==> src/logic/ctrl_timing_pkg.sv <==
package ctrl_timing_pkg;

    ////////////////////////////////////////////////////////////////////////////
    // reset hold
    ////////////////////////////////////////////////////////////////////////////

    // cycles a console or optional reset stays asserted after a request
    localparam logic [31:0] reset_hold_cycles = 32'd32_000_000;

    ////////////////////////////////////////////////////////////////////////////
    // led glow
    ////////////////////////////////////////////////////////////////////////////

    // top counter bit of the slow fade, roughly one breath per second
    localparam int slow_glow_bit = 26;

    // top counter bit of the fast fade, used for resync and test pattern
    localparam int fast_glow_bit = 22;

    // width of the pwm ramp and of the folded brightness word
    localparam int glow_pwm_bits = 4;

    ////////////////////////////////////////////////////////////////////////////
    // clock domain crossing
    ////////////////////////////////////////////////////////////////////////////

    // flops in each lock flag synchronizer
    localparam int sync_stages = 2;

endpackage

==> src/logic/status_pkg.sv <==
package status_pkg;

    ////////////////////////////////////////////////////////////////////////////
    // led state and source selection
    ////////////////////////////////////////////////////////////////////////////

    // listed in order of falling priority
    typedef enum logic [2:0] {
        pll_wait      = 3'd0,
        signal_resync = 3'd1,
        generating    = 3'd2,
        hdmi_init     = 3'd3,
        running       = 3'd4
    } led_state_e;

    // host selected led source, code 3 behaves as mirror_opt
    typedef enum logic [1:0] {
        show_status = 2'd0,
        mirror_dc   = 2'd1,
        mirror_opt  = 2'd2
    } led_source_e;

    ////////////////////////////////////////////////////////////////////////////
    // status words
    ////////////////////////////////////////////////////////////////////////////

    // levels from the video paths and the hdmi transmitter setup
    typedef struct packed {
        logic resync;
        logic force_generate;
        logic hdmi_ready;
    } video_status_t;

    // lock levels already on control_clock, lockloss is a single pulse
    typedef struct packed {
        logic pll54_locked;
        logic hdmi_locked;
        logic lockloss;
    } pll_status_t;

    // read back by the host
    typedef struct packed {
        led_state_e state;
        logic       pll54_locked;
        logic       hdmi_locked;
        logic       dc_in_reset;
        logic       opt_in_reset;
    } ctrl_status_t;

endpackage

==> src/logic/console_reset_ctrl.sv <==
`timescale 1ns/100ps

module console_reset_ctrl #(
    parameter logic [31:0] hold_cycles = ctrl_timing_pkg::reset_hold_cycles,
    parameter int          slow_bit    = ctrl_timing_pkg::slow_glow_bit,
    parameter int          fast_bit    = ctrl_timing_pkg::fast_glow_bit
) (
    input  logic                       control_clock,
    input  logic                       reset_dc,
    input  logic                       reset_opt,
    input  logic                       pll54_locked_raw,
    input  logic                       hdmi_locked_raw,
    input  status_pkg::video_status_t  video_status,
    input  status_pkg::led_source_e    led_source,
    output logic                       dc_nreset,
    output logic                       opt_nreset,
    output logic                       pll_areset,
    output logic                       status_led,
    output status_pkg::ctrl_status_t   ctrl_status
);

    status_pkg::pll_status_t pll_status;

    logic slow_glow_led;
    logic fast_glow_led;
    logic blink_phase;

    ////////////////////////////////////////////////////////////////////////////
    // pll lock supervision
    ////////////////////////////////////////////////////////////////////////////

    lock_monitor lock_mon (
        .control_clock    (control_clock),
        .reset_dc         (reset_dc),
        .pll54_locked_raw (pll54_locked_raw),
        .hdmi_locked_raw  (hdmi_locked_raw),
        .pll_status       (pll_status)
    );

    // single cycle request to the pll reconfig logic
    assign pll_areset = pll_status.lockloss;

    ////////////////////////////////////////////////////////////////////////////
    // reset lines
    ////////////////////////////////////////////////////////////////////////////

    // reset_dc doubles as the console reset request
    reset_hold_timer #(.hold_cycles(hold_cycles)) console_hold (
        .control_clock (control_clock),
        .reset_dc      (reset_dc),
        .request       (reset_dc),
        .nreset        (dc_nreset)
    );

    reset_hold_timer #(.hold_cycles(hold_cycles)) option_hold (
        .control_clock (control_clock),
        .reset_dc      (reset_dc),
        .request       (reset_opt),
        .nreset        (opt_nreset)
    );

    ////////////////////////////////////////////////////////////////////////////
    // led patterns
    ////////////////////////////////////////////////////////////////////////////

    led_glow #(.top_bit(slow_bit)) slow_glow (
        .control_clock (control_clock),
        .reset_dc      (reset_dc),
        .glow          (slow_glow_led),
        .blink_phase   ()
    );

    led_glow #(.top_bit(fast_bit)) fast_glow (
        .control_clock (control_clock),
        .reset_dc      (reset_dc),
        .glow          (fast_glow_led),
        .blink_phase   (blink_phase)
    );

    status_led_fsm led_fsm (
        .control_clock (control_clock),
        .reset_dc      (reset_dc),
        .video_status  (video_status),
        .pll_status    (pll_status),
        .led_source    (led_source),
        .dc_nreset     (dc_nreset),
        .opt_nreset    (opt_nreset),
        .slow_glow     (slow_glow_led),
        .fast_glow     (fast_glow_led),
        .blink_phase   (blink_phase),
        .status_led    (status_led),
        .ctrl_status   (ctrl_status)
    );

endmodule

==> src/logic/led_glow.sv <==
`timescale 1ns/100ps

module led_glow #(
    parameter int top_bit = ctrl_timing_pkg::slow_glow_bit
) (
    input  logic control_clock,
    input  logic reset_dc,
    output logic glow,
    output logic blink_phase
);

    localparam int pwm_bits = ctrl_timing_pkg::glow_pwm_bits;

    logic [top_bit:0]    counter;
    logic [pwm_bits-1:0] ramp;
    logic [pwm_bits-1:0] brightness;

    // fast low bits give the pwm carrier
    assign ramp = counter[pwm_bits-1:0];

    // upper bits folded so the brightness climbs then falls back
    assign brightness = counter[top_bit] ? counter[top_bit-1 -: pwm_bits]
                                         : ~counter[top_bit-1 -: pwm_bits];

    always_ff @(posedge control_clock) begin
        if (reset_dc) begin
            counter <= '0;
            glow    <= 1'b0;
        end else begin
            counter <= counter + 1'b1;
            glow    <= (ramp < brightness);
        end
    end

    // half period flag, also used for blinking
    assign blink_phase = counter[top_bit];

    ////////////////////////////////////////////////////////////////////////////
    // checks
    ////////////////////////////////////////////////////////////////////////////

    // the status fsm and the testbench derive blink_phase from a cycle count
    counter_free_running: assert property (
        @(posedge control_clock) disable iff (reset_dc)
        !$past(reset_dc) |-> counter == $past(counter) + 1'b1
    ) else $error("glow counter skipped or stalled");

endmodule

==> src/logic/lock_monitor.sv <==
`timescale 1ns/100ps

module lock_monitor (
    input  logic                     control_clock,
    input  logic                     reset_dc,
    input  logic                     pll54_locked_raw,
    input  logic                     hdmi_locked_raw,
    output status_pkg::pll_status_t  pll_status
);

    localparam int stages = ctrl_timing_pkg::sync_stages;

    // synchronizer chains, bit 0 samples the raw flag
    logic [stages-1:0] pll54_sync;
    logic [stages-1:0] hdmi_sync;

    // synchronized levels one cycle back
    logic pll54_prev;
    logic hdmi_prev;

    logic lockloss_q;

    always_ff @(posedge control_clock) begin
        if (reset_dc) begin
            pll54_sync <= '0;
            hdmi_sync  <= '0;
            pll54_prev <= 1'b0;
            hdmi_prev  <= 1'b0;
            lockloss_q <= 1'b0;
        end else begin
            pll54_sync <= {pll54_sync[stages-2:0], pll54_locked_raw};
            hdmi_sync  <= {hdmi_sync[stages-2:0], hdmi_locked_raw};
            pll54_prev <= pll54_sync[stages-1];
            hdmi_prev  <= hdmi_sync[stages-1];
            // falling edge of either lock, a rising lock never counts
            lockloss_q <= (pll54_prev && !pll54_sync[stages-1])
                       || (hdmi_prev && !hdmi_sync[stages-1]);
        end
    end

    assign pll_status.pll54_locked = pll54_sync[stages-1];
    assign pll_status.hdmi_locked  = hdmi_sync[stages-1];
    assign pll_status.lockloss     = lockloss_q;

    ////////////////////////////////////////////////////////////////////////////
    // checks
    ////////////////////////////////////////////////////////////////////////////

    // pll reconfig logic expects a single cycle reset request
    lockloss_single_pulse: assert property (
        @(posedge control_clock) disable iff (reset_dc)
        lockloss_q |=> !lockloss_q
    ) else $error("lockloss held high for more than one cycle");

endmodule

==> src/logic/reset_hold_timer.sv <==
`timescale 1ns/100ps

module reset_hold_timer #(
    parameter logic [31:0] hold_cycles = ctrl_timing_pkg::reset_hold_cycles
) (
    input  logic control_clock,
    input  logic reset_dc,
    input  logic request,
    output logic nreset
);

    // saturating hold counter
    logic [31:0] count;

    // request wins over reset_dc so that a line wired to reset_dc
    // starts its hold right away, any other line is forced done
    always_ff @(posedge control_clock) begin
        if (request) begin
            count  <= '0;
            nreset <= 1'b0;
        end else if (reset_dc) begin
            count  <= hold_cycles;
            nreset <= 1'b1;
        end else begin
            if (count != hold_cycles) begin
                count <= count + 32'd1;
            end
            // released once the old count has reached the hold time
            if (count == hold_cycles) begin
                nreset <= 1'b1;
            end
        end
    end

    ////////////////////////////////////////////////////////////////////////////
    // checks
    ////////////////////////////////////////////////////////////////////////////

    // the console must only see a reset that somebody asked for
    nreset_needs_request: assert property (
        @(posedge control_clock) disable iff (reset_dc)
        $fell(nreset) |-> $past(request)
    ) else $error("nreset fell without a request");

endmodule

==> src/logic/status_led_fsm.sv <==
`timescale 1ns/100ps

module status_led_fsm (
    input  logic                       control_clock,
    input  logic                       reset_dc,
    input  status_pkg::video_status_t  video_status,
    input  status_pkg::pll_status_t    pll_status,
    input  status_pkg::led_source_e    led_source,
    input  logic                       dc_nreset,
    input  logic                       opt_nreset,
    input  logic                       slow_glow,
    input  logic                       fast_glow,
    input  logic                       blink_phase,
    output logic                       status_led,
    output status_pkg::ctrl_status_t   ctrl_status
);

    status_pkg::led_state_e state;
    status_pkg::led_state_e next_state;

    // pattern for the current state, led is active low
    logic status_pattern;

    ////////////////////////////////////////////////////////////////////////////
    // state selection
    ////////////////////////////////////////////////////////////////////////////

    always_comb begin
        if (!pll_status.hdmi_locked) begin
            next_state = status_pkg::pll_wait;
        end else if (video_status.resync) begin
            next_state = status_pkg::signal_resync;
        end else if (video_status.force_generate) begin
            next_state = status_pkg::generating;
        end else if (!video_status.hdmi_ready) begin
            next_state = status_pkg::hdmi_init;
        end else begin
            next_state = status_pkg::running;
        end
    end

    always_comb begin
        case (state)
            status_pkg::pll_wait: begin
                status_pattern = 1'b1;
            end
            status_pkg::signal_resync: begin
                status_pattern = ~fast_glow;
            end
            // fast fade on every other blink phase
            status_pkg::generating: begin
                status_pattern = blink_phase ? ~fast_glow : 1'b1;
            end
            status_pkg::hdmi_init: begin
                status_pattern = ~slow_glow;
            end
            status_pkg::running: begin
                status_pattern = 1'b0;
            end
            default: begin
                status_pattern = 1'b1;
            end
        endcase
    end

    ////////////////////////////////////////////////////////////////////////////
    // registers
    ////////////////////////////////////////////////////////////////////////////

    always_ff @(posedge control_clock) begin
        if (reset_dc) begin
            state      <= status_pkg::pll_wait;
            status_led <= 1'b1;
        end else begin
            state <= next_state;
            case (led_source)
                status_pkg::show_status: status_led <= status_pattern;
                status_pkg::mirror_dc:   status_led <= dc_nreset;
                // unused code falls back to the optional line
                default:                 status_led <= opt_nreset;
            endcase
        end
    end

    // host status word
    always_comb begin
        ctrl_status.state        = state;
        ctrl_status.pll54_locked = pll_status.pll54_locked;
        ctrl_status.hdmi_locked  = pll_status.hdmi_locked;
        ctrl_status.dc_in_reset  = ~dc_nreset;
        ctrl_status.opt_in_reset = ~opt_nreset;
    end

    ////////////////////////////////////////////////////////////////////////////
    // checks
    ////////////////////////////////////////////////////////////////////////////

    // a working video path must show a steady lit led
    running_led_on: assert property (
        @(posedge control_clock) disable iff (reset_dc)
        (state == status_pkg::running && led_source == status_pkg::show_status)
            |=> !status_led
    ) else $error("status led not lit in running state");

endmodule

==> config.mk <==
export PLATFORM = sky130hd
export DESIGN_NAME = console_reset_ctrl
export DESIGN_NICKNAME = d
export VERILOG_FILES = /design/src/logic/ctrl_timing_pkg.sv /design/src/logic/status_pkg.sv /design/src/logic/console_reset_ctrl.sv /design/src/logic/led_glow.sv /design/src/logic/lock_monitor.sv /design/src/logic/reset_hold_timer.sv /design/src/logic/status_led_fsm.sv
export SDC_FILE = /design/constraint.sdc
export NUM_CORES = 1
export LEC_CHECK = 0
export BUFFER_PORTS_ARGS = -buffer_cell sky130_fd_sc_hd__buf_4
export CAP_MARGIN = 20
export CORE_ASPECT_RATIO = 1.75
export CORE_UTILIZATION = 62
export CTS_CLUSTER_DIAMETER = 80
export DETAILED_ROUTE_END_ITERATION = 7
export GPL_TIMING_DRIVEN = 1
export PLACE_DENSITY = 0.79
export SETUP_SLACK_MARGIN = 0.15
export SLEW_MARGIN = 15
export SYNTH_ARGS = -nofsm -noshare
export SYNTH_HDL_FRONTEND = slang
export SYNTH_SLANG_ARGS = --single-unit
==> constraint.sdc <==
create_clock -name control_clock -period 2.3 [get_ports control_clock]
set_clock_uncertainty 0.1 [all_clocks]
set_input_delay 0.23 -clock control_clock [delete_from_list [all_inputs] [get_ports control_clock]]
set_output_delay 0.23 -clock control_clock [all_outputs]
set_load 0.05 [all_outputs]
# --- Yosys cells after proc, flatten, opt, wreduce, memory -nomap -nowiden ---
# Index checks and enable logic that the tools add are counted.
word_totals:
  regBits: 129
  in_bits: 10
  output_inout_bits: 11
  elab_cells: 64
classes:
  addsub: 4
  n_lt_le_gt_ge: 2
  n_eq_ne: 9
  muxes: 12
  n_bitwise: 7
  n_reduce_logical: 12
op_table:
  columns: ["operator", "count"]
  rows:
  - ["$add A32 B1 Y32 const B", 2]
  - ["$eq A32 B25 Y1 const B", 2]
  - ["$ne A32 B25 Y1 const B", 2]
  - ["$mux W25", 2]
  - ["$add A27 B1 Y27 const B", 1]
  - ["$add A23 B1 Y23 const B", 1]
  - ["$lt A4 B4 Y1", 2]
  - ["$mux W4", 2]
  - ["$not A4 Y4", 2]
  - ["$eq A3 B2 Y1 const B", 2]
  - ["$not A1 Y1", 5]
  - ["$mux W1", 4]
  - ["$pmux W1 S4", 1]
  - ["$reduce_bool A2 Y1", 2]
  - ["$reduce_or A2 Y1", 2]
  - ["$reduce_or A4 Y1", 1]
  - ["$eq A3 B1 Y1 const B", 1]
  - ["$eq A3 B3 Y1 const B", 1]
  - ["$mux W3", 1]
  - ["$reduce_or A3 Y1", 1]
  - ["$eq A2 B1 Y1 const B", 1]
  - ["$logic_and A1 B1 Y1", 2]
  - ["$logic_not A1 Y1", 2]
  - ["$logic_not A2 Y1", 1]
  - ["other kinds (3)", 3]

# --- Depth between registers and ports, before layout ---
logic_depth:
  depth_word: 4
  mapped_depth: 7
  ltp_nobuf: 6

# --- Cells and area by module ---
# A second synthesis with hierarchy kept.
unflattened:
  cells_unflattened: 691
  hier_area_um2: 6044.5
modules_own_cells:
  columns: ["module", "n_inst", "cells_per_inst", "area_each_um2"]
  rows:
  - ["reset_hold_timer", 2, 181, 1565.3]
  - ["led_glow at slow_glow", 1, 153, 1321.3]
  - ["led_glow at fast_glow", 1, 133, 1157.4]
  - ["lock_monitor", 1, 19, 229.0]
  - ["status_led_fsm", 1, 24, 206.4]

# --- Worst setup path before layout ---
# OpenSTA, ideal clock, no wires.
synth_path:
  path_type: "reg-to-reg"
  from: "reg option_hold.count[9]"
  to: "reg option_hold.count[29]"
  setup_time_ps: 71
  t_arrival_ps: 1817
  required_ps: 2129
  slack_ps: 313
  stages_incl_launch_ff: 6
  path_buffers: 1
  cell_sequence: "dfxtp_1 > nand4_2 > or4_1 > buf_2 > or4_1 > a21oi_1"
synth_between:
  elab_chain_cells: 1
synth_rtl:
  columns: ["element", "line_no", "text"]
  rows:
  - ["start: declaration", "reset_hold_timer.sv:13", "logic [31:0] count;"]
  - ["start signal: assignment", "reset_hold_timer.sv:22", "count <= hold_cycles;"]
  - ["start signal: assignment", "reset_hold_timer.sv:26", "count <= count + 32'd1;"]
  - ["$add A32 B1 Y32 / $ne A32 B25 Y1 (equally long branches)", "reset_hold_timer.sv:26, reset_hold_timer.sv:25", null]
# Parallel ways exist; a longest one is shown, timed or not.
# A chain may end at the register's enable or synchronous reset.

# --- Final worst setup path ---
layout_path:
  from: "reg option_hold.count[20]"
  to: "reg option_hold.count[0]"
layout_between:
  elab_chain_cells: 1
layout_rtl:
  columns: ["element", "line_no", "text"]
  rows:
  - ["$ne A32 B25 Y1", "reset_hold_timer.sv:25", "if (count != hold_cycles) begin"]
# Every way passes these cells.

==> impl_metrics.tcl <==
set metrics [dict create \
    timing.slew.headroom_pct 63.5 \
    min_path_type "input port to flip-flop" \
    cts.clk_slew.worst_paths_ns 0.05 \
    clockBufferDepth 2 \
    critPathRequiredTime_ns 2.50 \
    synth_compound_area_share_pct 12.8 \
    cell_variety_after_synth 47 \
    power.density_nw_per_um2 730 \
    leakagePower_uw 0.00252 \
    drive_gt1_share_pct 11.4 \
    full_die_area_um2 10200 \
    area.sequential_um2 2590 \
    synth.cells.most_frequent "dfxtp_1 (129), nor2_1 (60), a21oi_1 (57), nand4_1 (45), nand2_1 (43)" \
    track_usage_pct 28.0 \
    post-route-drc-count 0 \
    antenna_violating_nets_post_route 0 \
    path_common_cell "nor3_1" \
    grt_pass1_vias 5225 \
    period_share_pct 90.9 \
    power.ir.vdd_worst_mv 0.649 \
    synth-xor-area-share_pct 7.77 \
    grt_pass1_wl_mm 23.0 \
    endpoint_kind "flip-flop" \
    timing.max_cap.violations 0 \
    tritoncts "built" \
    cp_data_arrival_time_ns 2.29 \
    die_width_um 76.9 \
    placed_area_um2 6360 \
    grt_setup_unrepaired "no" \
    final_nets 767 \
    switching_share_pct 20.7 \
    synth_fa_ha_area_share_pct 2.47 \
    synth-async-reset-ratio_pct 0 \
    tritoncts.num_buffers 17 \
    synth_top_flop_cell "dfxtp_1" \
    fin_area_um2 7090 \
    status "completed" \
    hold_violations 0 \
    yosysWarnings 0 \
    syn-mean-instance-area_um2 8.47 \
    initial_utilization_pct 63.9 \
    place_congestion 0.928 \
    clock_power_share_pct 51.6 \
    worst_path_dominant_cell_family "simple AND/OR/NAND/NOR gates" \
    cpMaxStageDelayCell "or4b_2" \
    clock_insertion_delay_worst_skew_ns 0.41 \
    avgRoutedWirePerCell_um 15.6 \
    worst_slew_pin_slew_ns 0.542 \
    finish.utilization_pct 74.4 \
    fp.dieH_um 133 \
    mappedNetlistNets 741 \
    critPathKind "flip-flop to flip-flop" \
    area_growth_syn_to_layout_pct 16.4 \
    synthDominantAreaCellType "dfxtp_1" \
    critical_path.n_buffers_inverters 0 \
    ys_seq_area_share_pct 42.4 \
    setup_viol_count_final 0 \
    yosysMostFrequentCell "dfxtp_1" \
    numPortBuffers 20 \
    post_synth_edffs 0 \
    grt.overflow.total 0 \
    finalMaxSlewViolations 0 \
    detailed_place_hpwl_mm 9.22 \
    antenna-diode-count 0 \
    power.share.sequential_pct 44.6 \
    max_h_tree_level 4 \
    power.total_uw 5170 \
    power.share.combinational_pct 3.8 \
    combinational_family_with_the_most_area_after_synthesis "simple AND/OR/NAND/NOR gates" \
    intPower_uw 4100 \
    totalNegativeSetupSlack_ns 0 \
    cpPeakStageDelay_ns 0.70 \
    synth_area_um2 6090 \
    clock_sink_count 129 \
    via_count 5428 \
    finalWirelength_mm 13.7 \
    fp.coreArea_um2 9530 \
    number_of_flip_flops_and_latches_in_the_synthesized_netlist 129 \
    finalHoldWorstSlack_ns 0.0201 \
    fill_cells 714 \
    p_switching_uw 1070 \
    via_per_inst 6.18 \
    ctsRootBufferMaster "clkbuf_16" \
    layout_min_cycle_time_ns 2.09 \
    timing.critical_path.cells "or4b_2 > or4_1 > nor3_1 > nor3_1" \
    synth.mux.area_fraction_pct 0.514 \
    footprint_of_the_multi_input_gates_um2 3300 \
    antenna_found_initial 0 \
    yosys.area_share.simple_pct 30.2 \
    placement_rows 47 \
    grt_start_max_net_pins 70 \
    fmaxAchievable_mhz 478 \
    netlist_instances 719 \
    netlist.area_leader.share_pct 42.4 \
    io_pins 21 \
    critical_path.max_fanout 5 \
    detailed_routing_iteration_count_for_the_pre_antenna_repair_pass 5 \
    synth.top_cells.by_area "dfxtp_1 (42%), xor2_1 (5.9%), a21oi_1 (4.7%)" \
    number_of_drc_markers_after_the_initial_detailed_route_iteration 384 \
    worstSetupStartpointType "flip-flop" \
]
==> flip-flops by register name, summed over array words and instances, names as in the netlist <==
signal / flops
option_hold.count: 32
slow_glow.glow: 1
lock_mon.pll54_prev: 1
lock_mon.hdmi_prev: 1
console_hold.count: 32
lock_mon.pll54_sync: 2
option_hold.nreset: 1
lock_mon.lockloss_q: 1
led_fsm.state: 3
led_fsm.status_led: 1
slow_glow.counter: 27
lock_mon.hdmi_sync: 2
console_hold.nreset: 1
fast_glow.counter: 23
fast_glow.glow: 1
==> metrics by stage <==
step | std cells | worst slack [ns]
finish | 878 | 0.209
global route | 878 | 0.154
CTS | 872 | 0.182
detailed placement | 836 | 0.156
global placement | 836 | 0.200
floorplan | 719 | 0.313
==> cells in the final DEF, fill, tap and decap left out, drive strengths merged, types with 6 or more instances in the layout <==
cell         netlist  layout
xnor2             13      13
nor4              11      11
and2               8       8
inv               18      18
ha                12      12
nand2             43      43
clkbuf            34      25
nor3              16      16
dlygate4sd3        0       6
or3               36      36
nand3             33      33
nand4             46      46
or4               20      20
dfxtp            129     129
and3              10      10
and4              22      22
o21ai             37      37
nor2b              9       9
nor2              60      60
o31ai             16      16
xor2              41      41
buf                7      42
a21oi             57      57
==> power groups by stage <==
| stage | clock (µW) | combinational [µW] | sequential, µW |
|---|---|---|---|
| after floorplan | 0 | 115 | 2360 |
| after global placement | 0 | 178 | 2350 |
| after detailed placement | 0 | 185 | 2350 |
| after CTS | 2690 | 195 | 2310 |
| after global routing | 2790 | 217 | 2310 |
| final | 2670 | 196 | 2310 |
==> timing repair <==
item | in CTS | in global routing
resized for setup | 2 | 7
hold buffers | 6 | 0
setup buffers | 0 | 6
endpoints found under the setup margin | 6 | 17
pin swaps | 0 | 4
hold endpoints to repair | 10 | 0
==> metal layers <==
layer | wire, µm | global-route usage, % | vias to the layer above
met5 | 0 | 0 | -
met4 | 451 | 15.4 | 0
met3 | 463 | 5.34 | 45
met2 | 7260 | 51.5 | 124
met1 | 5490 | 29.3 | 2574
li1 | - | - | 2685
==> cell type report <==
type                    instances  area share [%]
well taps                     122            2.15
clock inverters                 5            1.06
multi-input cells             531            46.6
flip-flops and latches        129            36.5
clock buffers                  25            7.27
inverters                      18           0.953
repair buffers                 48            5.47
==> cells by family (layout without fill, tap and decap cells) <==
logic type               count (synthesis)  after routing
AO/OA/AOI/OAI                          134            134
XOR/XNOR                                54             54
adder cells (fa/ha/maj)                 12             12
buffers and inverters                   59             96
flip-flops                             129            129
multiplexers                             3              3
AND/OR/NAND/NOR                        328            328
==> worst paths after layout <==
kind	startpoint	to	slack [ns]	depth (start not counted)
worst max-delay path	option_hold.count[20]$_SDFFE_PP0P_	option_hold.count[0]$_SDFFE_PP0P_	0.21	4
worst min register to register	lock_mon.pll54_sync[0]$_SDFF_PP0_	lock_mon.pll54_sync[1]$_SDFF_PP0_	0.33	1
worst max register to register	option_hold.count[20]$_SDFFE_PP0P_	option_hold.count[0]$_SDFFE_PP0P_	0.21	4
worst min-delay path	led_source[0]	led_fsm.status_led$_SDFF_PP1_	0.02	3
==> worst register-to-register path, stage by stage, from the launching register on <==
cell     delay [ns]
dfxtp_1        0.34
or4b_2         0.70
or4_1          0.52
nor3_1         0.24
nor3_1         0.08
No activity file was read; power rests on OpenSTA's default activity.
